## config.mk

```make
export PLATFORM = sky130hd
export DESIGN_NAME = mac_array
export DESIGN_NICKNAME = d
export VERILOG_FILES = /design/src/source/conv_pkg.sv /design/src/source/mac_array.sv
export VERILOG_INCLUDE_DIRS = /design/src /design/src/include
export SDC_FILE = /design/constraint.sdc
export NUM_CORES = 2
export LEC_CHECK = 0
export BUFFER_PORTS_ARGS = -buffer_cell sky130_fd_sc_hd__buf_4
export CORE_UTILIZATION = 58
export DETAILED_ROUTE_END_ITERATION = 10
export HOLD_SLACK_MARGIN = 0.08
export PLACE_DENSITY = 0.77
export SYNTH_ARGS = -nofsm -noshare
export SYNTH_HDL_FRONTEND = slang
export SYNTH_SLANG_ARGS = --single-unit
export TNS_END_PERCENT = 50
```

## constraint.sdc

```tcl
create_clock -name clk -period 4.5 [get_ports clk]
set_clock_uncertainty 0.1 [all_clocks]
set_input_delay 0.45 -clock clk [delete_from_list [all_inputs] [get_ports clk]]
set_output_delay 0.45 -clock clk [all_outputs]
set_load 0.05 [all_outputs]
```

## src/include/conv_accel_cfg.svh

```systemverilog
`ifndef CONV_ACCEL_CFG_SVH
`define CONV_ACCEL_CFG_SVH

// Frame limits and datapath widths
`define CONV_MAX_DIM        32
`define CONV_DIM_W          6
`define CONV_PIX_ADDR_W     10
`define CONV_PIXEL_W        8
`define CONV_WEIGHT_W       8
`define CONV_TAPS           9
`define CONV_ACC_W          21      // Nine signed 17-bit products
`define CONV_BIAS_W         16

// Address decode
`define CONV_REG_IDX_LSB    2
`define CONV_REG_IDX_W      4
`define CONV_PIX_ADDR_LSB   6       // Pixel address of IMAGE writes
`define CONV_RESET_DIM      8

// Register map
`define CONV_REG_SIZE       0
`define CONV_REG_LAYER_CFG  1
`define CONV_REG_BIAS       2
`define CONV_REG_WEIGHT_LO  3
`define CONV_REG_WEIGHT_HI  4
`define CONV_REG_WEIGHT_C   5
`define CONV_REG_IMAGE      6
`define CONV_REG_START      7
`define CONV_REG_DONE       8

`endif

```

## src/source/conv_pkg.sv

```systemverilog
`include "conv_accel_cfg.svh"

package conv_pkg;

	// ------------------------------
	// Bus side
	// ------------------------------
	typedef logic [31:0] bus_word_t;
	typedef logic [`CONV_REG_IDX_W-1:0] reg_idx_t;

	// ------------------------------
	// Frame and image store
	// ------------------------------
	typedef logic [`CONV_DIM_W-1:0] dim_t;
	typedef logic [`CONV_PIX_ADDR_W-1:0] pix_addr_t;
	typedef logic [`CONV_PIXEL_W-1:0] pixel_t;

	// ------------------------------
	// Kernel and arithmetic
	// ------------------------------
	typedef logic signed [`CONV_WEIGHT_W-1:0] weight_t;

	// Tap 0 upper left, tap 8 lower right, raster order
	typedef weight_t [`CONV_TAPS-1:0] weight_set_t;
	typedef pixel_t [`CONV_TAPS-1:0] window_t;

	typedef logic signed [`CONV_ACC_W-1:0] acc_t;
	typedef logic signed [`CONV_BIAS_W-1:0] bias_t;
	typedef logic [2:0] shift_t;

	// Unsigned for ReLU, two's complement for linear
	typedef logic [`CONV_PIXEL_W-1:0] out_pixel_t;

endpackage

```

## src/source/mac_array.sv

```systemverilog
`timescale 1ns/1ps
`include "conv_accel_cfg.svh"

module mac_array import conv_pkg::*; (
	input  logic        clk,
	input  logic        rstn,
	input  logic        win_valid_i,
	input  window_t     win_i,
	input  weight_set_t weights_i,
	output logic        acc_valid_o,
	output acc_t        acc_o
);

	// Unsigned pixel with sign bit times signed weight
	typedef logic signed [2*`CONV_WEIGHT_W:0] prod_t;

	prod_t prod_q [`CONV_TAPS];
	logic  prod_valid_q;
	acc_t  sum_c;

	// ------------------------------
	// Stage one, products
	// ------------------------------
	always_ff @(posedge clk) begin
		if (win_valid_i) begin
			for (int t = 0; t < `CONV_TAPS; t++) begin
				prod_q[t] <= $signed({1'b0, win_i[t]}) * $signed(weights_i[t]);
			end
		end
	end

	// ------------------------------
	// Stage two, adder tree
	// ------------------------------
	always_comb begin
		sum_c = '0;
		for (int t = 0; t < `CONV_TAPS; t++) begin
			sum_c = sum_c + prod_q[t];
		end
	end

	always_ff @(posedge clk) begin
		if (prod_valid_q) begin
			acc_o <= sum_c;
		end
	end

	always_ff @(posedge clk or negedge rstn) begin
		if (!rstn) begin
			prod_valid_q <= 1'b0;
			acc_valid_o  <= 1'b0;
		end else begin
			prod_valid_q <= win_valid_i;
			acc_valid_o  <= prod_valid_q;   // Two cycles behind the window
		end
	end

endmodule

```

==> run summary <==
Die W = 227 µm
CP max stage cell = fa_1
First-pass GRT wire length = 110,000 µm
Crit path buf inv count = 6
Vias in the first global route = 22,400
Number of flops mapped to enable cells by yosys = 174
Initial antenna violation count = 0
Clock root buffer = clkbuf_16
Yosys reg bits = 176
Row cnt = 81
Via count = 21,200
RSZ-0062 raised after global routing = true
Area leader, netlist = fa_1
Worst-path maximum fanout = 4
Area fraction of the dominant cell type after synthesis = 31.1%
Half-perimeter wire length after placement = 56,100 µm
DR WL/cell = 17.0 µm
Sink Count = 176
Nets = 4,230
Worst slew pin tran = 1.08 ns
Die area = 51,400 µm²
Gp weighted congestion = 0.943
Instance count on the critical path = 17
Failing checks = setup timing
Initial Utilization = 59.3%
Final min period = 4.54 ns
Netlist cell types = 66
WP data required = 4.65 ns
Reg clk slew, reported paths = 0.08 ns
Total wire length = 66,300 µm
Skew-Pair Late Insertion Delay = 0.45 ns
Setup TNS = -0.0428 ns
Fin cells = 3,897
Post-Place Cells = 3,860
Die Span Y = 227 µm
Antenna diodes = 0
First-iteration detailed-routing DRC count = 1,348
Final antenna-violating net count = 0
CP delay by family, top = adder cells
Initial DRT Pass Iterations = 5
Final worst slack = -0.0428 ns
Top FF cell, synth = edfxtp_1
Core area = 49,400 µm²
P&R area growth vs syn = 11.5%
Most common cell in the netlist = inv_1
CP endpoint kind = flip-flop
Relative slew slack = 27.8%
Startpoint types = flip-flop
Setup violators final = 1
Crit-path cells = inv_1 > fa_1 > inv_1 > fa_1 > fa_1 > inv_1 > fa_1 > inv_1 > ha_2 > inv_2 > fa_2 > nand2b_4 > a21oi_4 > buf_6 > o211ai_1 > nor4bb_2 > a311oi_1
Largest net degree at the start of global routing = 86
Maximum Capacitance Violations = 0
Fin. Hold Viols = 0
Drt drc = 0
Post-Syn Instances = 2,978
CTS Buf Count = 17
Status = finished with violations
Hold Crit Class = primary input to async pin
CP Class = flip-flop to flip-flop
Post-synth top cells = 720 x inv_1, 455 x fa_1, 408 x ha_1, 293 x and2_1, 260 x nand2_1
Bufs on Longest Clock Path = 2
Remaining Overflow, GRT = 0
Final Max Slew Viols = 0
Period utilisation layout = 101%
Syn_nets = 3,988
Asr flop ratio synth = 1.14%
Post-synthesis average cell area = 9.83 µm²
Share of layout cells above drive strength 1 = 9.56%
Worst R2R Path Depth = 17
Ranking of synthesized cells by area = fa_1 31%, edfxtp_1 18%, ha_1 17%
CP peak stage delay = 0.56 ns
FMAX = 0.220 GHz
Sequential fraction of the synthesis area = 18.0%
Post-Syn Area = 29,300 µm²
# port buffers = 168
Final Util = 66.1%
Worst EP arrival = 4.69 ns
Ys Warns = 0
CTS H-Tree Depth = 4
Vias per cell = 5.43
Io pins = 169
CTS tree = done
Gr usage total = 27.2%
## flip-flops by register name, indices dropped and copies added (netlist names)
signal,flops
acc_o,21
prod_q,153
acc_valid_o,1
prod_valid_q,1
## cell families after synthesis
family,after synthesis,share of synthesized area (%)
XOR/XNOR,100,2.99
AO/OA/AOI/OAI,292,6.61
multiplexers,1,0.0385
adder cells (fa/ha/maj),863,48.6
buffers and inverters,725,9.31
AND/OR/NAND/NOR,821,14.5
flip-flops,176,18.0
## through the flow
stage | instance area [µm²] | setup WS (ns) | hold WS (ns)
final | 32600 | -0.0428 | 0.221
after global routing | 32600 | -0.192 | 0.240
after CTS | 32500 | 0.0118 | 0.214
after detailed placement | 31800 | -0.109 | 0.142
after global placement | 31800 | -0.0591 | 0.143
after floorplan | 29300 | 0.118 | 0.0544
## metal layers
layer	GRT usage, %	wire length (µm)
met4	8.94	2110
met3	2.95	3000
met5	0	0
met2	48.5	34300
met1	34.5	26900
## worst paths after layout
check,slack [ns],endpoint,from
max reg2reg,-0.04,acc_o[18]$_DFFE_PP_,prod_q[0][2]$_DFFE_PP_
min,0.22,acc_valid_o$_DFF_PN0_,rstn
max,-0.04,acc_o[18]$_DFFE_PP_,prod_q[0][2]$_DFFE_PP_
max in group asynchronous,3.99,prod_valid_q$_DFF_PN0_,rstn
min reg2reg,0.69,acc_o[0]$_DFFE_PP_,prod_q[7][0]$_DFFE_PP_
min in group clk,0.26,prod_q[6][0]$_DFFE_PP_,win_i[48]
## what timing repair did
| action | in CTS | in global routing |
|---|---|---|
| setup endpoints to repair | 6 | 13 |
| hold endpoints to repair | 2 | 0 |
| pin swaps | 6 | 40 |
| resized for setup | 11 | 37 |
| hold buffers | 1 | 0 |
| buffers inserted | 0 | 4 |
## placed cells by master, fill, tap and decap left out, types with 9 or more instances in the layout
cell         n
nor2_1      91
inv_1      711
a21oi_1     76
xor2_1      33
o21a_1      32
ha_1       398
buf_4      223
o211ai_1    11
inv_2        9
a21o_1      25
fa_1       449
o21ai_0     34
nand3_1     11
nand2b_1    46
nor2b_1     21
a211oi_1    15
xnor2_1     66
nand2_1    260
edfxtp_1   174
and3_1      10
clkbuf_16   17
o21ai_1     19
nor3_1      42
and2_1     292
## area by class of cell
type	count	area, µm²
inverter	720	2700
clock inverter	15	188
sequential	176	5280
clock buffer	17	425
timing repair buffer	228	1750
tap	664	831
fill	3849	16700
multi-input combinational	2077	21500
## worst reg2reg max path, stage by stage, from the launching register on
cell      delay, ns
edfxtp_1       0.34
inv_1          0.06
fa_1           0.56
inv_1          0.06
fa_1           0.50
fa_1           0.52
inv_1          0.05
fa_1           0.43
inv_1          0.07
ha_2           0.18
inv_2          0.04
fa_2           0.35
nand2b_4       0.17
a21oi_4        0.14
buf_6          0.14
o211ai_1       0.13
nor4bb_2       0.20
a311oi_1       0.32
Power is not shown: default switching activity piles up to over one toggle a cycle in this logic, so the estimate is an artifact.
