$ cat config.mk
export PLATFORM = sky130hd
export DESIGN_NAME = act_quant_flat
export DESIGN_NICKNAME = d
export VERILOG_FILES = /design/src/source/conv_pkg.sv /design/src/source/cfg_if.sv /design/src/source/act_quant.sv /design/src/flat_wrapper.sv
export VERILOG_INCLUDE_DIRS = /design/src /design/src/include
export SDC_FILE = /design/constraint.sdc
export NUM_CORES = 1
export LEC_CHECK = 0
export BUFFER_PORTS_ARGS = -buffer_cell sky130_fd_sc_hd__buf_4
export CORE_ASPECT_RATIO = 0.8
export CORE_UTILIZATION = 55
export CTS_CLUSTER_DIAMETER = 120
export DETAILED_ROUTE_END_ITERATION = 7
export MAX_ROUTING_LAYER = met4
export PLACE_DENSITY_LB_ADDON = 0.15
export SYNTH_ARGS = -nofsm -noshare
export SYNTH_HDL_FRONTEND = slang
export SYNTH_SLANG_ARGS = --single-unit
$ cat constraint.sdc
create_clock -name clk -period 3 [get_ports clk]
set_input_delay 0.75 -clock clk [delete_from_list [all_inputs] [get_ports clk]]
set_output_delay 0.75 -clock clk [all_outputs]
set_load 0.02 [all_outputs]
$ cat src/include/conv_accel_cfg.svh
`ifndef CONV_ACCEL_CFG_SVH
`define CONV_ACCEL_CFG_SVH

// Frame limits and datapath widths
`define CONV_MAX_DIM        32
`define CONV_DIM_W          6
`define CONV_PIX_ADDR_W     10
`define CONV_PIXEL_W        8
`define CONV_WEIGHT_W       8
`define CONV_TAPS           9
`define CONV_ACC_W          21      // Nine signed 17-bit products
`define CONV_BIAS_W         16

// Address decode
`define CONV_REG_IDX_LSB    2
`define CONV_REG_IDX_W      4
`define CONV_PIX_ADDR_LSB   6       // Pixel address of IMAGE writes
`define CONV_RESET_DIM      8

// Register map
`define CONV_REG_SIZE       0
`define CONV_REG_LAYER_CFG  1
`define CONV_REG_BIAS       2
`define CONV_REG_WEIGHT_LO  3
`define CONV_REG_WEIGHT_HI  4
`define CONV_REG_WEIGHT_C   5
`define CONV_REG_IMAGE      6
`define CONV_REG_START      7
`define CONV_REG_DONE       8

`endif

$ cat src/source/conv_pkg.sv
`include "conv_accel_cfg.svh"

package conv_pkg;

	// ------------------------------
	// Bus side
	// ------------------------------
	typedef logic [31:0] bus_word_t;
	typedef logic [`CONV_REG_IDX_W-1:0] reg_idx_t;

	// ------------------------------
	// Frame and image store
	// ------------------------------
	typedef logic [`CONV_DIM_W-1:0] dim_t;
	typedef logic [`CONV_PIX_ADDR_W-1:0] pix_addr_t;
	typedef logic [`CONV_PIXEL_W-1:0] pixel_t;

	// ------------------------------
	// Kernel and arithmetic
	// ------------------------------
	typedef logic signed [`CONV_WEIGHT_W-1:0] weight_t;

	// Tap 0 upper left, tap 8 lower right, raster order
	typedef weight_t [`CONV_TAPS-1:0] weight_set_t;
	typedef pixel_t [`CONV_TAPS-1:0] window_t;

	typedef logic signed [`CONV_ACC_W-1:0] acc_t;
	typedef logic signed [`CONV_BIAS_W-1:0] bias_t;
	typedef logic [2:0] shift_t;

	// Unsigned for ReLU, two's complement for linear
	typedef logic [`CONV_PIXEL_W-1:0] out_pixel_t;

endpackage

$ cat src/source/cfg_if.sv
`timescale 1ns/1ps

interface cfg_if import conv_pkg::*; ();

	dim_t        width;
	dim_t        height;
	logic        act_linear;     // 0 ReLU, 1 linear
	shift_t      act_shift;
	bias_t       bias;
	weight_set_t weights;
	logic        start;          // One-cycle pulse
	logic        done_clr;       // One-cycle pulse on DONE write
	logic        busy;
	logic        done;

	modport decode (
		output width, height, act_linear, act_shift, bias, weights, start, done_clr,
		input  busy, done
	);

	modport execute (input width, height, weights, start, output busy);

	modport result (
		input  width, height, bias, act_linear, act_shift, start, done_clr,
		output done
	);

endinterface

$ cat src/source/act_quant.sv
`timescale 1ns/1ps
`include "conv_accel_cfg.svh"

module act_quant import conv_pkg::*; (
	input  logic       clk,
	input  logic       rstn,
	input  logic       acc_valid_i,
	input  acc_t       acc_i,
	cfg_if.result      cfg,
	output logic       pixel_valid_o,
	output out_pixel_t pixel_o,
	output logic       done_o
);

	logic signed [`CONV_ACC_W:0] biased;     // One bit of headroom for the bias
	logic signed [`CONV_ACC_W:0] shifted;
	out_pixel_t                  quant;
	logic [2*`CONV_DIM_W-1:0]    frame_px;
	logic [2*`CONV_DIM_W-1:0]    out_cnt;

	assign biased   = acc_i + cfg.bias;
	assign shifted  = biased >>> cfg.act_shift;
	assign frame_px = cfg.width * cfg.height;

	// Activation and saturation
	always_comb begin
		if (!cfg.act_linear) begin
			if (shifted < 0) quant = 8'h00;
			else if (shifted > 255) quant = 8'hff;
			else quant = shifted[7:0];
		end else begin
			if (shifted < -128) quant = 8'h80;
			else if (shifted > 127) quant = 8'h7f;
			else quant = shifted[7:0];
		end
	end

	always_ff @(posedge clk) begin
		if (acc_valid_i) begin
			pixel_o <= quant;
		end
	end

	// ------------------------------
	// Output count and done flag
	// ------------------------------
	always_ff @(posedge clk or negedge rstn) begin
		if (!rstn) begin
			pixel_valid_o <= 1'b0;
			out_cnt       <= '0;
			cfg.done      <= 1'b0;
		end else begin
			pixel_valid_o <= acc_valid_i;
			if (cfg.start) begin
				out_cnt  <= '0;
				cfg.done <= 1'b0;
			end else if (pixel_valid_o) begin
				if (out_cnt == frame_px - 1'b1) begin
					out_cnt  <= '0;
					cfg.done <= 1'b1;              // Last pixel of the frame
				end else begin
					out_cnt <= out_cnt + 1'b1;
				end
			end else if (cfg.done_clr) begin
				cfg.done <= 1'b0;
			end
		end
	end

	assign done_o = cfg.done;

endmodule

$ cat src/flat_wrapper.sv
// flat-port wrapper written by rule: the top's interface ports become plain ports
module act_quant_flat import conv_pkg::*;
  (clk, rstn, acc_valid_i, acc_i, pixel_valid_o, pixel_o, done_o, cfg_width, cfg_height, cfg_bias, cfg_act_linear, cfg_act_shift, cfg_start, cfg_done_clr, cfg_done);
  cfg_if cfg_i ();
  input  logic clk;
  input  logic rstn;
  input  logic acc_valid_i;
  input  acc_t acc_i;
  output logic pixel_valid_o;
  output out_pixel_t pixel_o;
  output logic done_o;
  input wire logic [$bits(cfg_i.width)-1:0] cfg_width;
  input wire logic [$bits(cfg_i.height)-1:0] cfg_height;
  input wire logic [$bits(cfg_i.bias)-1:0] cfg_bias;
  input wire logic [$bits(cfg_i.act_linear)-1:0] cfg_act_linear;
  input wire logic [$bits(cfg_i.act_shift)-1:0] cfg_act_shift;
  input wire logic [$bits(cfg_i.start)-1:0] cfg_start;
  input wire logic [$bits(cfg_i.done_clr)-1:0] cfg_done_clr;
  output wire logic [$bits(cfg_i.done)-1:0] cfg_done;
  assign cfg_i.width = cfg_width;
  assign cfg_i.height = cfg_height;
  assign cfg_i.bias = cfg_bias;
  assign cfg_i.act_linear = cfg_act_linear;
  assign cfg_i.act_shift = cfg_act_shift;
  assign cfg_i.start = cfg_start;
  assign cfg_i.done_clr = cfg_done_clr;
  assign cfg_done = cfg_i.done;
  act_quant u_core (.clk(clk), .rstn(rstn), .acc_valid_i(acc_valid_i), .acc_i(acc_i), .cfg(cfg_i), .pixel_valid_o(pixel_valid_o), .pixel_o(pixel_o), .done_o(done_o));
endmodule
==> summary.md <==
| Metric | Value |
|---|---|
| Distinct cells, synth | 70 |
| Residual DRC | 0 |
| Power per Cell Area | 483 nW/um^2 |
| Crit end category | flip-flop |
| Area Growth Syn to Fin | 50.4% |
| I/O pin count | 69 |
| Yosys reg bits | 22 |
| Ant. Diodes | 0 |
| Synth top area cells | ha_1 15%, fa_1 8.6%, dfrtp_1 7.9%, edfxtp_1 5.4%, nand2_1 5.3% |
| Mapped Cells | between 500 and 600 |
| Layout cells sized above 1 | 40.7% |
| Post-synth top flop | dfrtp_1 |
| Placer Congestion | 0.928 |
| GRT Overall Usage | 35.9% |
| WL/cell | 19.0 um |
| Endpoints failing setup | 21 |
| Initial Util | 58.2% |
| Largest net degree at the start of global routing | 23 |
| HP Class | in2async |
| Slowest stage delay, CP | 0.59 ns |
| Fmax | just over 200 MHz |
| Clk buf depth | 2 |
| Yosys top cell area share | 14.7% |
| Power Total | 3210 uW |
| Final HPWL DP | around 11 mm |
| Register area share after synthesis | between 10% and 20% |
| Crit. Startpoint | cfg_width[2] |
| EDFF count, synth | 8 |
| Antenna violations before repair | 0 |
| DR iter-0 viols | 499 |
| Syn_nets | 670 |
| Worst clock skew | 0.00199 ns |
| LEAKAGE | 0.00312 uW |
| DR vias | 5382 |
| Mean Syn Cell Area | 8.18 um^2 |
| Die height | 82.2 um |
| Setup CP Type | in2reg |
| Vias in the first global route | 5028 |
| Router iterations before antenna repair | 6 |
| Core area | 7600 um^2 |
| Max-slew violations | 0 |
| H-tree Lvls | 1 |
| Worst Path Arrival | around 5 ns |
| Final worst-path setup slack | -1.92 ns |
| R2R Path Start | u_core.out_cnt[11] |
| Clk_lat worst skew | ~0.26 ns |
| Yosys top cell by area | ha_1 |
| RSZ-0062 raised after global routing | true |
| Synthesis Warnings | 0 |
| CTS tree | yes |
| Critical-path cell list | buf_6 > nand2_1 > fa_1 > fa_1 > fa_1 > ha_1 > nor2b_1 > o21ai_2 > buf_4 > nand2_1 > xnor2_1 > nor4_2 > nand3_1 > nor4_4 > nor3b_4 > buf_6 > buf_4 > a22o_1 |
| Failing checks | negative setup slack |
| Startpoint types | input pin |
| Share of synthesized registers carrying an async set or reset | 63.6% |
| Layout net count | 864 |
| Die Span X | 102 um |
| Period utilisation layout | 164% |
| CP max-delay cell | fa_1 |
| Final hold vios | 0 |
| Vias/cell | 6.41 |
| Final ANT Viol Nets | 0 |
| Status | finished, violations left |
| Clk root buf | clkbuf_8 |
| Worst-path clk slew | 0.08 ns |
| Worst Path Required | 3.16 ns |
| Num CTS Buffers | 3 |
| Remaining Overflow, GRT | 0 |
| Maxcap violations | 0 |
| Synthesized area | 4420 um^2 |
| Global-route wire length before repair | 23.2 mm |
| IO Port Bufs | 68 |
| Worst-Margin Slew | ~0.5 ns |
| DIE AREA | 8410 um^2 |
| Filler cells | 379 |
| Pre-CTS worst setup slack | -2.58 ns |
| Maximum VDD drop | 325 uV |
| Clk sink count | 22 |
| Area of the multi-input gates | 4090 um^2 |
| Tmin final | 4.92 ns |
| Sequential Area | 591 um^2 |
| Worst r2r path cells | 10 |
| Row count | 28 |
| WL final | 15.9 mm |
| Max_slew headroom | 66.2% |
| Crit-path max FO | 8 |
| Worst path most repeated cell | fa_1 |
==> cell usage in the layout (no fill, tap or decap), drive strengths merged, types with 6 or more instances in the layout <==
master / n
nand2: 62
a21o: 11
xnor2: 24
a211oi: 12
buf: 210
dfrtp: 14
xor2: 16
o21bai: 7
o21ai: 19
mux2i: 11
nand2b: 10
nor4: 6
nor3: 10
a21oi: 45
nand4: 11
nand3: 10
and2: 18
and3: 10
fa: 19
o211ai: 11
nor2: 29
inv: 33
a31oi: 10
edfxtp: 8
ha: 52
==> logic make-up (layout without fill, tap and decap cells) <==
family                   count (synthesis)  after routing  share of synthesized area (%)
flip-flops                              22             22                           13.4
AND/OR/NAND/NOR                        184            184                           21.3
buffers and inverters                   55            248                           5.04
AO/OA/AOI/OAI                          152            152                           24.0
XOR/XNOR                                40             40                           8.09
multiplexers                            17             17                           4.87
adder cells (fa/ha/maj)                 71             71                           23.3
==> path summary, 6_finish.rpt <==
path | end | slack [ns]
max in group asynchronous | u_core.cfg.done | 2.52
hold / removal | u_core.out_cnt[7] | 0.32
setup / recovery | u_core.out_cnt[1] | -1.92
setup reg to reg | u_core.out_cnt[1] | 0.50
hold reg to reg | u_core.out_cnt[10] | 0.58
min in group clk | u_core.out_cnt[10] | 0.58
==> report_power, final <==
| group | internal [uW] | switching, uW |
|---|---|---|
| registers | 340 | 17.7 |
| logic | 1290 | 1320 |
| clock network | 145 | 96.6 |
| total | 1780 | 1430 |
==> synthesized netlist by cell type (3+ instances only) <==
library cell  number
edfxtp_1           8
nand2_1           62
or4_1              3
o211ai_1          11
nand4_1           11
and2_1            18
buf_2              7
o21ai_0           14
o21ai_1            4
nand2b_1          10
a211oi_1           9
a21o_1            11
nor4_1             6
mux2i_1           11
fa_1              19
nand3_1           10
and4_1             5
a21oi_2            3
inv_1             33
o21bai_1           7
nor2_1            29
xnor2_1           24
a31oi_1            9
and3_1            10
a211o_1            3
dfrtp_1           14
mux4_2             3
xor2_1            15
ha_1              52
nor3_1             9
buf_1              3
a211oi_2           3
a22o_1             5
a21oi_1           42
o21a_1             5
nor2b_1            4
clkbuf_1           9
==> registers in the layout (all words and copies together), names as in the netlist <==
signal	flops
u_core.pixel_o	8
u_core.cfg.done	1
u_core.pixel_valid_o	1
u_core.out_cnt	12
==> per-stage QoR <==
| stage | util [%] | TNS [ns] | instance area [um^2] | hold WS, ns | instances |
|---|---|---|---|---|---|
| 3_5_place_dp | 81.1 | -38.58 | 6170 | 0.541 | 826 |
| 2_1_floorplan | - | -25.49 | 4640 | 0.454 | 541 |
| 4_1_cts | 85.3 | -24.83 | 6480 | 0.323 | 839 |
| 6_report | 87.5 | -29.00 | 6650 | 0.318 | 839 |
| 3_3_place_gp | 81.1 | -34.64 | 6170 | 0.525 | 826 |
| 5_1_grt | 87.5 | -31.99 | 6650 | 0.327 | 839 |
==> critical path, delay by kind of cell <==
kind	cells	cell delay [ns]
XOR/XNOR	1	0.14
AO/OA/AOI/OAI	2	0.54
adder cells (fa/ha/maj)	4	1.90
buffers and inverters	4	0.55
AND/OR/NAND/NOR	7	1.18
==> repair_timing <==
item                                    in CTS  in global routing
endpoints found under the setup margin      21                 21
buffers inserted                             9                  1
gates resized for setup                     41                 31
pin swaps                                   25                 17
hold buffers                                 0                  0
==> routing by layer <==
layer	GRT usage [%]	part of all wire, %
met4	11.4	5.3
met3	3.28	9.2
met1	45.3	39
met2	61.3	46
met5	-	0
==> final cells by class <==
cell class / instances / share of cell area, %
tap: 105 / 1.98
timing repair buffer: 210 / 24.8
inverter: 34 / 1.92
clock buffer: 4 / 0.997
multi-input combinational: 464 / 61.5
sequential: 22 / 8.88
No activity file was read; power rests on OpenSTA's default activity.
