===== src/include/conv_accel_cfg.svh =====
`ifndef CONV_ACCEL_CFG_SVH
`define CONV_ACCEL_CFG_SVH

// Frame limits and datapath widths
`define CONV_MAX_DIM        32
`define CONV_DIM_W          6
`define CONV_PIX_ADDR_W     10
`define CONV_PIXEL_W        8
`define CONV_WEIGHT_W       8
`define CONV_TAPS           9
`define CONV_ACC_W          21      // Nine signed 17-bit products
`define CONV_BIAS_W         16

// Address decode
`define CONV_REG_IDX_LSB    2
`define CONV_REG_IDX_W      4
`define CONV_PIX_ADDR_LSB   6       // Pixel address of IMAGE writes
`define CONV_RESET_DIM      8

// Register map
`define CONV_REG_SIZE       0
`define CONV_REG_LAYER_CFG  1
`define CONV_REG_BIAS       2
`define CONV_REG_WEIGHT_LO  3
`define CONV_REG_WEIGHT_HI  4
`define CONV_REG_WEIGHT_C   5
`define CONV_REG_IMAGE      6
`define CONV_REG_START      7
`define CONV_REG_DONE       8

`endif


===== src/source/conv_pkg.sv =====
`include "conv_accel_cfg.svh"

package conv_pkg;

	// ------------------------------
	// Bus side
	// ------------------------------
	typedef logic [31:0] bus_word_t;
	typedef logic [`CONV_REG_IDX_W-1:0] reg_idx_t;

	// ------------------------------
	// Frame and image store
	// ------------------------------
	typedef logic [`CONV_DIM_W-1:0] dim_t;
	typedef logic [`CONV_PIX_ADDR_W-1:0] pix_addr_t;
	typedef logic [`CONV_PIXEL_W-1:0] pixel_t;

	// ------------------------------
	// Kernel and arithmetic
	// ------------------------------
	typedef logic signed [`CONV_WEIGHT_W-1:0] weight_t;

	// Tap 0 upper left, tap 8 lower right, raster order
	typedef weight_t [`CONV_TAPS-1:0] weight_set_t;
	typedef pixel_t [`CONV_TAPS-1:0] window_t;

	typedef logic signed [`CONV_ACC_W-1:0] acc_t;
	typedef logic signed [`CONV_BIAS_W-1:0] bias_t;
	typedef logic [2:0] shift_t;

	// Unsigned for ReLU, two's complement for linear
	typedef logic [`CONV_PIXEL_W-1:0] out_pixel_t;

endpackage


===== src/source/cfg_if.sv =====
`timescale 1ns/1ps

interface cfg_if import conv_pkg::*; ();

	dim_t        width;
	dim_t        height;
	logic        act_linear;     // 0 ReLU, 1 linear
	shift_t      act_shift;
	bias_t       bias;
	weight_set_t weights;
	logic        start;          // One-cycle pulse
	logic        done_clr;       // One-cycle pulse on DONE write
	logic        busy;
	logic        done;

	modport decode (
		output width, height, act_linear, act_shift, bias, weights, start, done_clr,
		input  busy, done
	);

	modport execute (input width, height, weights, start, output busy);

	modport result (
		input  width, height, bias, act_linear, act_shift, start, done_clr,
		output done
	);

endinterface


===== src/source/bus_regs.sv =====
`timescale 1ns/1ps
`include "conv_accel_cfg.svh"

module bus_regs import conv_pkg::*; (
	input  logic      clk,
	input  logic      rstn,
	input  logic      hsel_i,
	input  logic      hready_i,
	input  logic      hwrite_i,
	input  logic [1:0] htrans_i,
	input  bus_word_t haddr_i,
	input  bus_word_t hwdata_i,
	output bus_word_t hrdata_o,
	output logic      pix_we_o,
	output pix_addr_t pix_addr_o,
	output pixel_t    pix_data_o,
	cfg_if.decode     cfg
);

	reg_idx_t  sel_q;            // Register index of the data phase
	logic      ld_q;             // Write pending in the data phase
	pix_addr_t pix_addr_q;
	logic      addr_accept;

	// ------------------------------
	// Address phase
	// ------------------------------
	assign addr_accept = hsel_i && hready_i && htrans_i[1];   // NONSEQ or SEQ

	always_ff @(posedge clk or negedge rstn) begin
		if (!rstn) begin
			sel_q      <= '0;
			ld_q       <= 1'b0;
			pix_addr_q <= '0;
		end else if (addr_accept) begin
			sel_q      <= haddr_i[`CONV_REG_IDX_LSB +: `CONV_REG_IDX_W];
			ld_q       <= hwrite_i;
			pix_addr_q <= haddr_i[`CONV_PIX_ADDR_LSB +: `CONV_PIX_ADDR_W];
		end else begin
			ld_q <= 1'b0;
		end
	end

	// ------------------------------
	// Data phase
	// ------------------------------
	always_ff @(posedge clk or negedge rstn) begin
		if (!rstn) begin
			cfg.width      <= dim_t'(`CONV_RESET_DIM);
			cfg.height     <= dim_t'(`CONV_RESET_DIM);
			cfg.act_linear <= 1'b0;
			cfg.act_shift  <= '0;
			cfg.bias       <= '0;
			cfg.weights    <= '0;
			cfg.start      <= 1'b0;
			cfg.done_clr   <= 1'b0;
		end else begin
			cfg.start    <= 1'b0;
			cfg.done_clr <= 1'b0;
			if (ld_q) begin
				case (sel_q)
					`CONV_REG_SIZE: begin
						cfg.width  <= hwdata_i[5:0];
						cfg.height <= hwdata_i[21:16];
					end
					`CONV_REG_LAYER_CFG: begin
						cfg.act_linear <= hwdata_i[0];
						cfg.act_shift  <= hwdata_i[6:4];
					end
					`CONV_REG_BIAS:      cfg.bias <= hwdata_i[15:0];
					`CONV_REG_WEIGHT_LO: cfg.weights[3:0] <= hwdata_i;
					`CONV_REG_WEIGHT_HI: cfg.weights[7:4] <= hwdata_i;
					`CONV_REG_WEIGHT_C:  cfg.weights[8] <= hwdata_i[7:0];
					`CONV_REG_START:     cfg.start <= hwdata_i[0] && !cfg.busy;
					`CONV_REG_DONE:      cfg.done_clr <= 1'b1;
					default: ;
				endcase
			end
		end
	end

	// Image writes go straight to the pixel store
	assign pix_we_o   = ld_q && (sel_q == `CONV_REG_IMAGE);
	assign pix_addr_o = pix_addr_q;
	assign pix_data_o = hwdata_i[7:0];

	// Read mux, unused bits zero
	always_comb begin
		case (sel_q)
			`CONV_REG_SIZE:      hrdata_o = {10'd0, cfg.height, 10'd0, cfg.width};
			`CONV_REG_LAYER_CFG: hrdata_o = {25'd0, cfg.act_shift, 3'd0, cfg.act_linear};
			`CONV_REG_BIAS:      hrdata_o = {16'd0, cfg.bias};
			`CONV_REG_WEIGHT_LO: hrdata_o = cfg.weights[3:0];
			`CONV_REG_WEIGHT_HI: hrdata_o = cfg.weights[7:4];
			`CONV_REG_WEIGHT_C:  hrdata_o = {24'd0, cfg.weights[8]};
			`CONV_REG_START:     hrdata_o = {31'd0, cfg.busy};
			`CONV_REG_DONE:      hrdata_o = {31'd0, cfg.done};
			default:             hrdata_o = '0;
		endcase
	end

endmodule


===== src/flat_wrapper.sv =====
// flat-port wrapper written by rule: the top's interface ports become plain ports
module bus_regs_flat import conv_pkg::*;
  (clk, rstn, hsel_i, hready_i, hwrite_i, htrans_i, haddr_i, hwdata_i, hrdata_o, pix_we_o, pix_addr_o, pix_data_o, cfg_width, cfg_height, cfg_act_linear, cfg_act_shift, cfg_bias, cfg_weights, cfg_start, cfg_done_clr, cfg_busy, cfg_done);
  cfg_if cfg_i ();
  input  logic clk;
  input  logic rstn;
  input  logic hsel_i;
  input  logic hready_i;
  input  logic hwrite_i;
  input  logic [1:0] htrans_i;
  input  bus_word_t haddr_i;
  input  bus_word_t hwdata_i;
  output bus_word_t hrdata_o;
  output logic pix_we_o;
  output pix_addr_t pix_addr_o;
  output pixel_t pix_data_o;
  output wire logic [$bits(cfg_i.width)-1:0] cfg_width;
  output wire logic [$bits(cfg_i.height)-1:0] cfg_height;
  output wire logic [$bits(cfg_i.act_linear)-1:0] cfg_act_linear;
  output wire logic [$bits(cfg_i.act_shift)-1:0] cfg_act_shift;
  output wire logic [$bits(cfg_i.bias)-1:0] cfg_bias;
  output wire logic [$bits(cfg_i.weights)-1:0] cfg_weights;
  output wire logic [$bits(cfg_i.start)-1:0] cfg_start;
  output wire logic [$bits(cfg_i.done_clr)-1:0] cfg_done_clr;
  input wire logic [$bits(cfg_i.busy)-1:0] cfg_busy;
  input wire logic [$bits(cfg_i.done)-1:0] cfg_done;
  assign cfg_width = cfg_i.width;
  assign cfg_height = cfg_i.height;
  assign cfg_act_linear = cfg_i.act_linear;
  assign cfg_act_shift = cfg_i.act_shift;
  assign cfg_bias = cfg_i.bias;
  assign cfg_weights = cfg_i.weights;
  assign cfg_start = cfg_i.start;
  assign cfg_done_clr = cfg_i.done_clr;
  assign cfg_i.busy = cfg_busy;
  assign cfg_i.done = cfg_done;
  bus_regs u_core (.clk(clk), .rstn(rstn), .hsel_i(hsel_i), .hready_i(hready_i), .hwrite_i(hwrite_i), .htrans_i(htrans_i), .haddr_i(haddr_i), .hwdata_i(hwdata_i), .hrdata_o(hrdata_o), .pix_we_o(pix_we_o), .pix_addr_o(pix_addr_o), .pix_data_o(pix_data_o), .cfg(cfg_i));
endmodule

===== config.mk =====
export PLATFORM = sky130hd
export DESIGN_NAME = bus_regs_flat
export DESIGN_NICKNAME = d
export VERILOG_FILES = /design/src/source/conv_pkg.sv /design/src/source/cfg_if.sv /design/src/source/bus_regs.sv /design/src/flat_wrapper.sv
export VERILOG_INCLUDE_DIRS = /design/src /design/src/include
export SDC_FILE = /design/constraint.sdc
export NUM_CORES = 1
export LEC_CHECK = 0
export BUFFER_PORTS_ARGS = -buffer_cell sky130_fd_sc_hd__buf_2
export CAP_MARGIN = 20
export CORE_AREA = 3 3 131 133
export DETAILED_ROUTE_END_ITERATION = 8
export DIE_AREA = 0 0 134 136
export SYNTH_ARGS = -nofsm -noshare
export SYNTH_HDL_FRONTEND = slang
export SYNTH_SLANG_ARGS = --single-unit

===== constraint.sdc =====
create_clock -name clk -period 4.8 [get_ports clk]
set_input_delay 0.24 -clock clk [delete_from_list [all_inputs] [get_ports clk]]
set_output_delay 0.24 -clock clk [all_outputs]
set_load 0.01 [all_outputs]

==> results.md <==
- Worst-Skew Late Latency: slightly above 400 ps
- Final core occ: between 40% and 50%
- Worst clock skew: approximately 8.3 ps
- Clock transition at path regs: about 60 ps
- FMAX: 0.339 GHz
- Status: completed
- Origin of the critical flop-to-flop path: u_core.sel_q[2]
- Critical path destination: hrdata_o[5]
- Setup TNS: 0 ps
- Final min period: just under 3000 ps
- Rel. slew slack: about 34%
- Worst VDD drop: 0.239 mV
- Static leakage: about 3.8 nW
- Fillers: about 1500
- WP data required: between 4000 and 5000 ps
- # setup viols final: 0
- # diodes: 0
- # resized after CTS: 0
- Row cnt: 46
- Critical R2R Capture: u_core.cfg.weights[44]
- Clk sinks: roughly 120
- TritonCTS buffer count: 17
- Gpl congestion: ~0.8
- Worst slew pin tran: ~1000 ps
- Fin crit share: 61.5%
- CTS root buf: clkbuf_16
- H-tree level count: 4
- Maximum clock insertion buffer count: 2
- Post-DP Area: between 0.006 and 0.007 mm2
- Post-synth ARST share: 100%
- Core ar.: roughly 0.016 mm2
- Top Ports: 230
- Die height: about 140 um
- Synth top area share: a little over half
- Initial Util: 35.3%
- Largest driver fanout on the critical path: 19
- Vias in the first global route: between 4000 and 5000
- Arr. time, crit path: between 2000 and 3000 ps
- Gr ovfl total: 0
- Post-Synthesis Net Count: ~460
- CP Launch Point: u_core.sel_q[1]
- Final Slew Violations: 0
- Mapped cell area: between 0.005 and 0.006 mm2
- CP Launch Type: flop
- P&R area growth vs syn: 31.3%
- Synthesis Warnings: 0
- Cell taking the most area after synthesis: dfrtp_1
- Die area: between 0.015 and 0.02 mm2
- Routed wire length: about 15000 um
- Sequential area share after synthesis: between 50% and 60%
- Initial DRC Count: 160
- GRT Overall Usage: 16.6%
- Layout Nets: ~670
- Via count: approximately 4000
- Hold-fix buffers, CTS: 2
- CTS tree: done
- Vias per std cell: slightly below 5
- Routed wire per std cell: ~18 um
- Library cells used by synthesis: 42
- Post-synth EDFFs: 0
- Die W: 134 um
- Final Hold Fails: 0
- Largest cells by area after synthesis: dfrtp_1 (53%), mux2_2 (19%), mux2_4 (8.0%)
- Largest net degree at the start of global routing: 75
- Hold Startpoint: hwrite_i
- DP HPWL: 10600 um
- First-pass GRT wire length: ~23000 um
- Port-buffer cells: 210
- Setup CP Type: flop to output port
- Tightest Hold Check Type: input port to flop
- Initial antenna violation count: 0
- Max-cap check violation count: 0
- Setup slack, reg-to-reg: ~1900 ps
- Synthesized instance count: a little under 400
- Post-Layout Inst Area: around 0.0074 mm2
- Synth Flop Type: dfrtp_1
- Logic depth of the worst register-to-register path: 4
- Pwr/cell area: just under 500 mW/mm2
- 1st-pass router iterations: 4
- Synthesized area per cell: between 10 and 15 um2
- Pre-CTS WS: ~1800 ps
- Unrepaired setup endpoints after global routing: no
- Post-route setup slack: roughly 1800 ps
- Setup repair bufs after CTS: 0
- Layout cells sized above 1: 63.3%
- Synth Register Bits: about 120
- Power, Total: approximately 0.0036 W
- CP Capture Type: output port
- Antenna viol nets, final: 0
- Residual DRC: 0
[final cells by class]
type                    instances  area (um2)  share of cell area, %
flip-flops and latches        121        3030                   41.0
multi-input cells             233        2340                   31.6
repair buffers                217        1110                   15.0
clock buffers                  18         439                   5.94
well taps                     216         270                   3.65
clock inverters                14         198                   2.67
inverters                       2        7.51                  0.102
[power by group]
group	switching [W]	internal, W	total [W]
clock network	0.000481	0.000885	0.00137
registers	0.000196	0.00122	0.00142
logic	0.000369	0.000400	0.000769
[Yosys cell counts (2+ instances only)]
cell type / n
buf_4: 15
a22o_1: 11
nor4b_4: 2
nor2b_1: 4
mux2_2: 93
o21ai_0: 2
dfrtp_1: 119
nor2_1: 3
buf_6: 2
mux2_4: 30
clkbuf_1: 3
mux2_1: 3
nor3b_4: 2
a22oi_1: 23
nand3_1: 3
nand2_1: 32
nand4_1: 2
nand3b_1: 2
inv_1: 2
buf_2: 10
buf_12: 4
mux2i_1: 2
dfstp_2: 2
[how the worst min path moves through the flow]
stage / depth (start not counted) / slack (ps) / end
after floorplan: 0 / -60 / u_core.cfg.act_linear
after global placement: 1 / 430 / u_core.cfg.weights[16]
after detailed placement: 2 / 430 / u_core.cfg.start
after CTS: 3 / 20 / u_core.ld_q
after global routing: 2 / 40 / u_core.sel_q[1]
final: 3 / 30 / u_core.ld_q
[worst max-delay path: stages, from the launching register on]
cell and delay [ps]:
dfrtp_1 930, nor2b_1 700, a22oi_1 140, o311ai_0 310, buf_2 210
[routing by layer]
metal | up-vias | routed length (um) | GRT usage (%)
li1 | 1828 | - | -
met1 | 1984 | 6750 | 21.3
met2 | 172 | 7060 | 27.1
met3 | 14 | 1160 | 4.74
met4 | 0 | 216 | 5.54
met5 | - | 0 | 0
[placed cells by master (no fill, tap or decap), types with 3 or more instances in the layout]
master     count
clkinv_4       5
dfrtp_1      119
nand3_1        3
mux2_2        93
clkbuf_16     17
a22oi_1       23
mux2_4        30
nor2_1         3
a22o_1        11
bufinv_16      4
mux2_1         3
nand2_1       32
nor2b_1        4
buf_4          6
buf_2        209
[state kept, by name (all words and copies together), names as in the netlist]
signal and flops:
u_core.cfg.width 6, u_core.cfg.bias 16, u_core.cfg.done_clr 1, u_core.cfg.weights 72
u_core.cfg.act_linear 1, u_core.cfg.act_shift 3, u_core.ld_q 1, u_core.pix_addr_o 10
u_core.sel_q 4, u_core.cfg.height 6, u_core.cfg.start 1
[cell families after synthesis]
family / count (synthesis) / synth area share, %
mux: 129 / 27.9
flops: 121 / 53.8
simple gates: 62 / 7.33
compound gates: 42 / 5.87
buf+inv: 36 / 5.04
[through the flow]
step | instances | hold WS, ps
floorplan | 390 | -55.6
global placement | 787 | 425
detailed placement | 787 | 435
CTS | 821 | 17.7
global route | 821 | 43.5
finish | 821 | 31.1
Power figures use the tool's default switching activity.
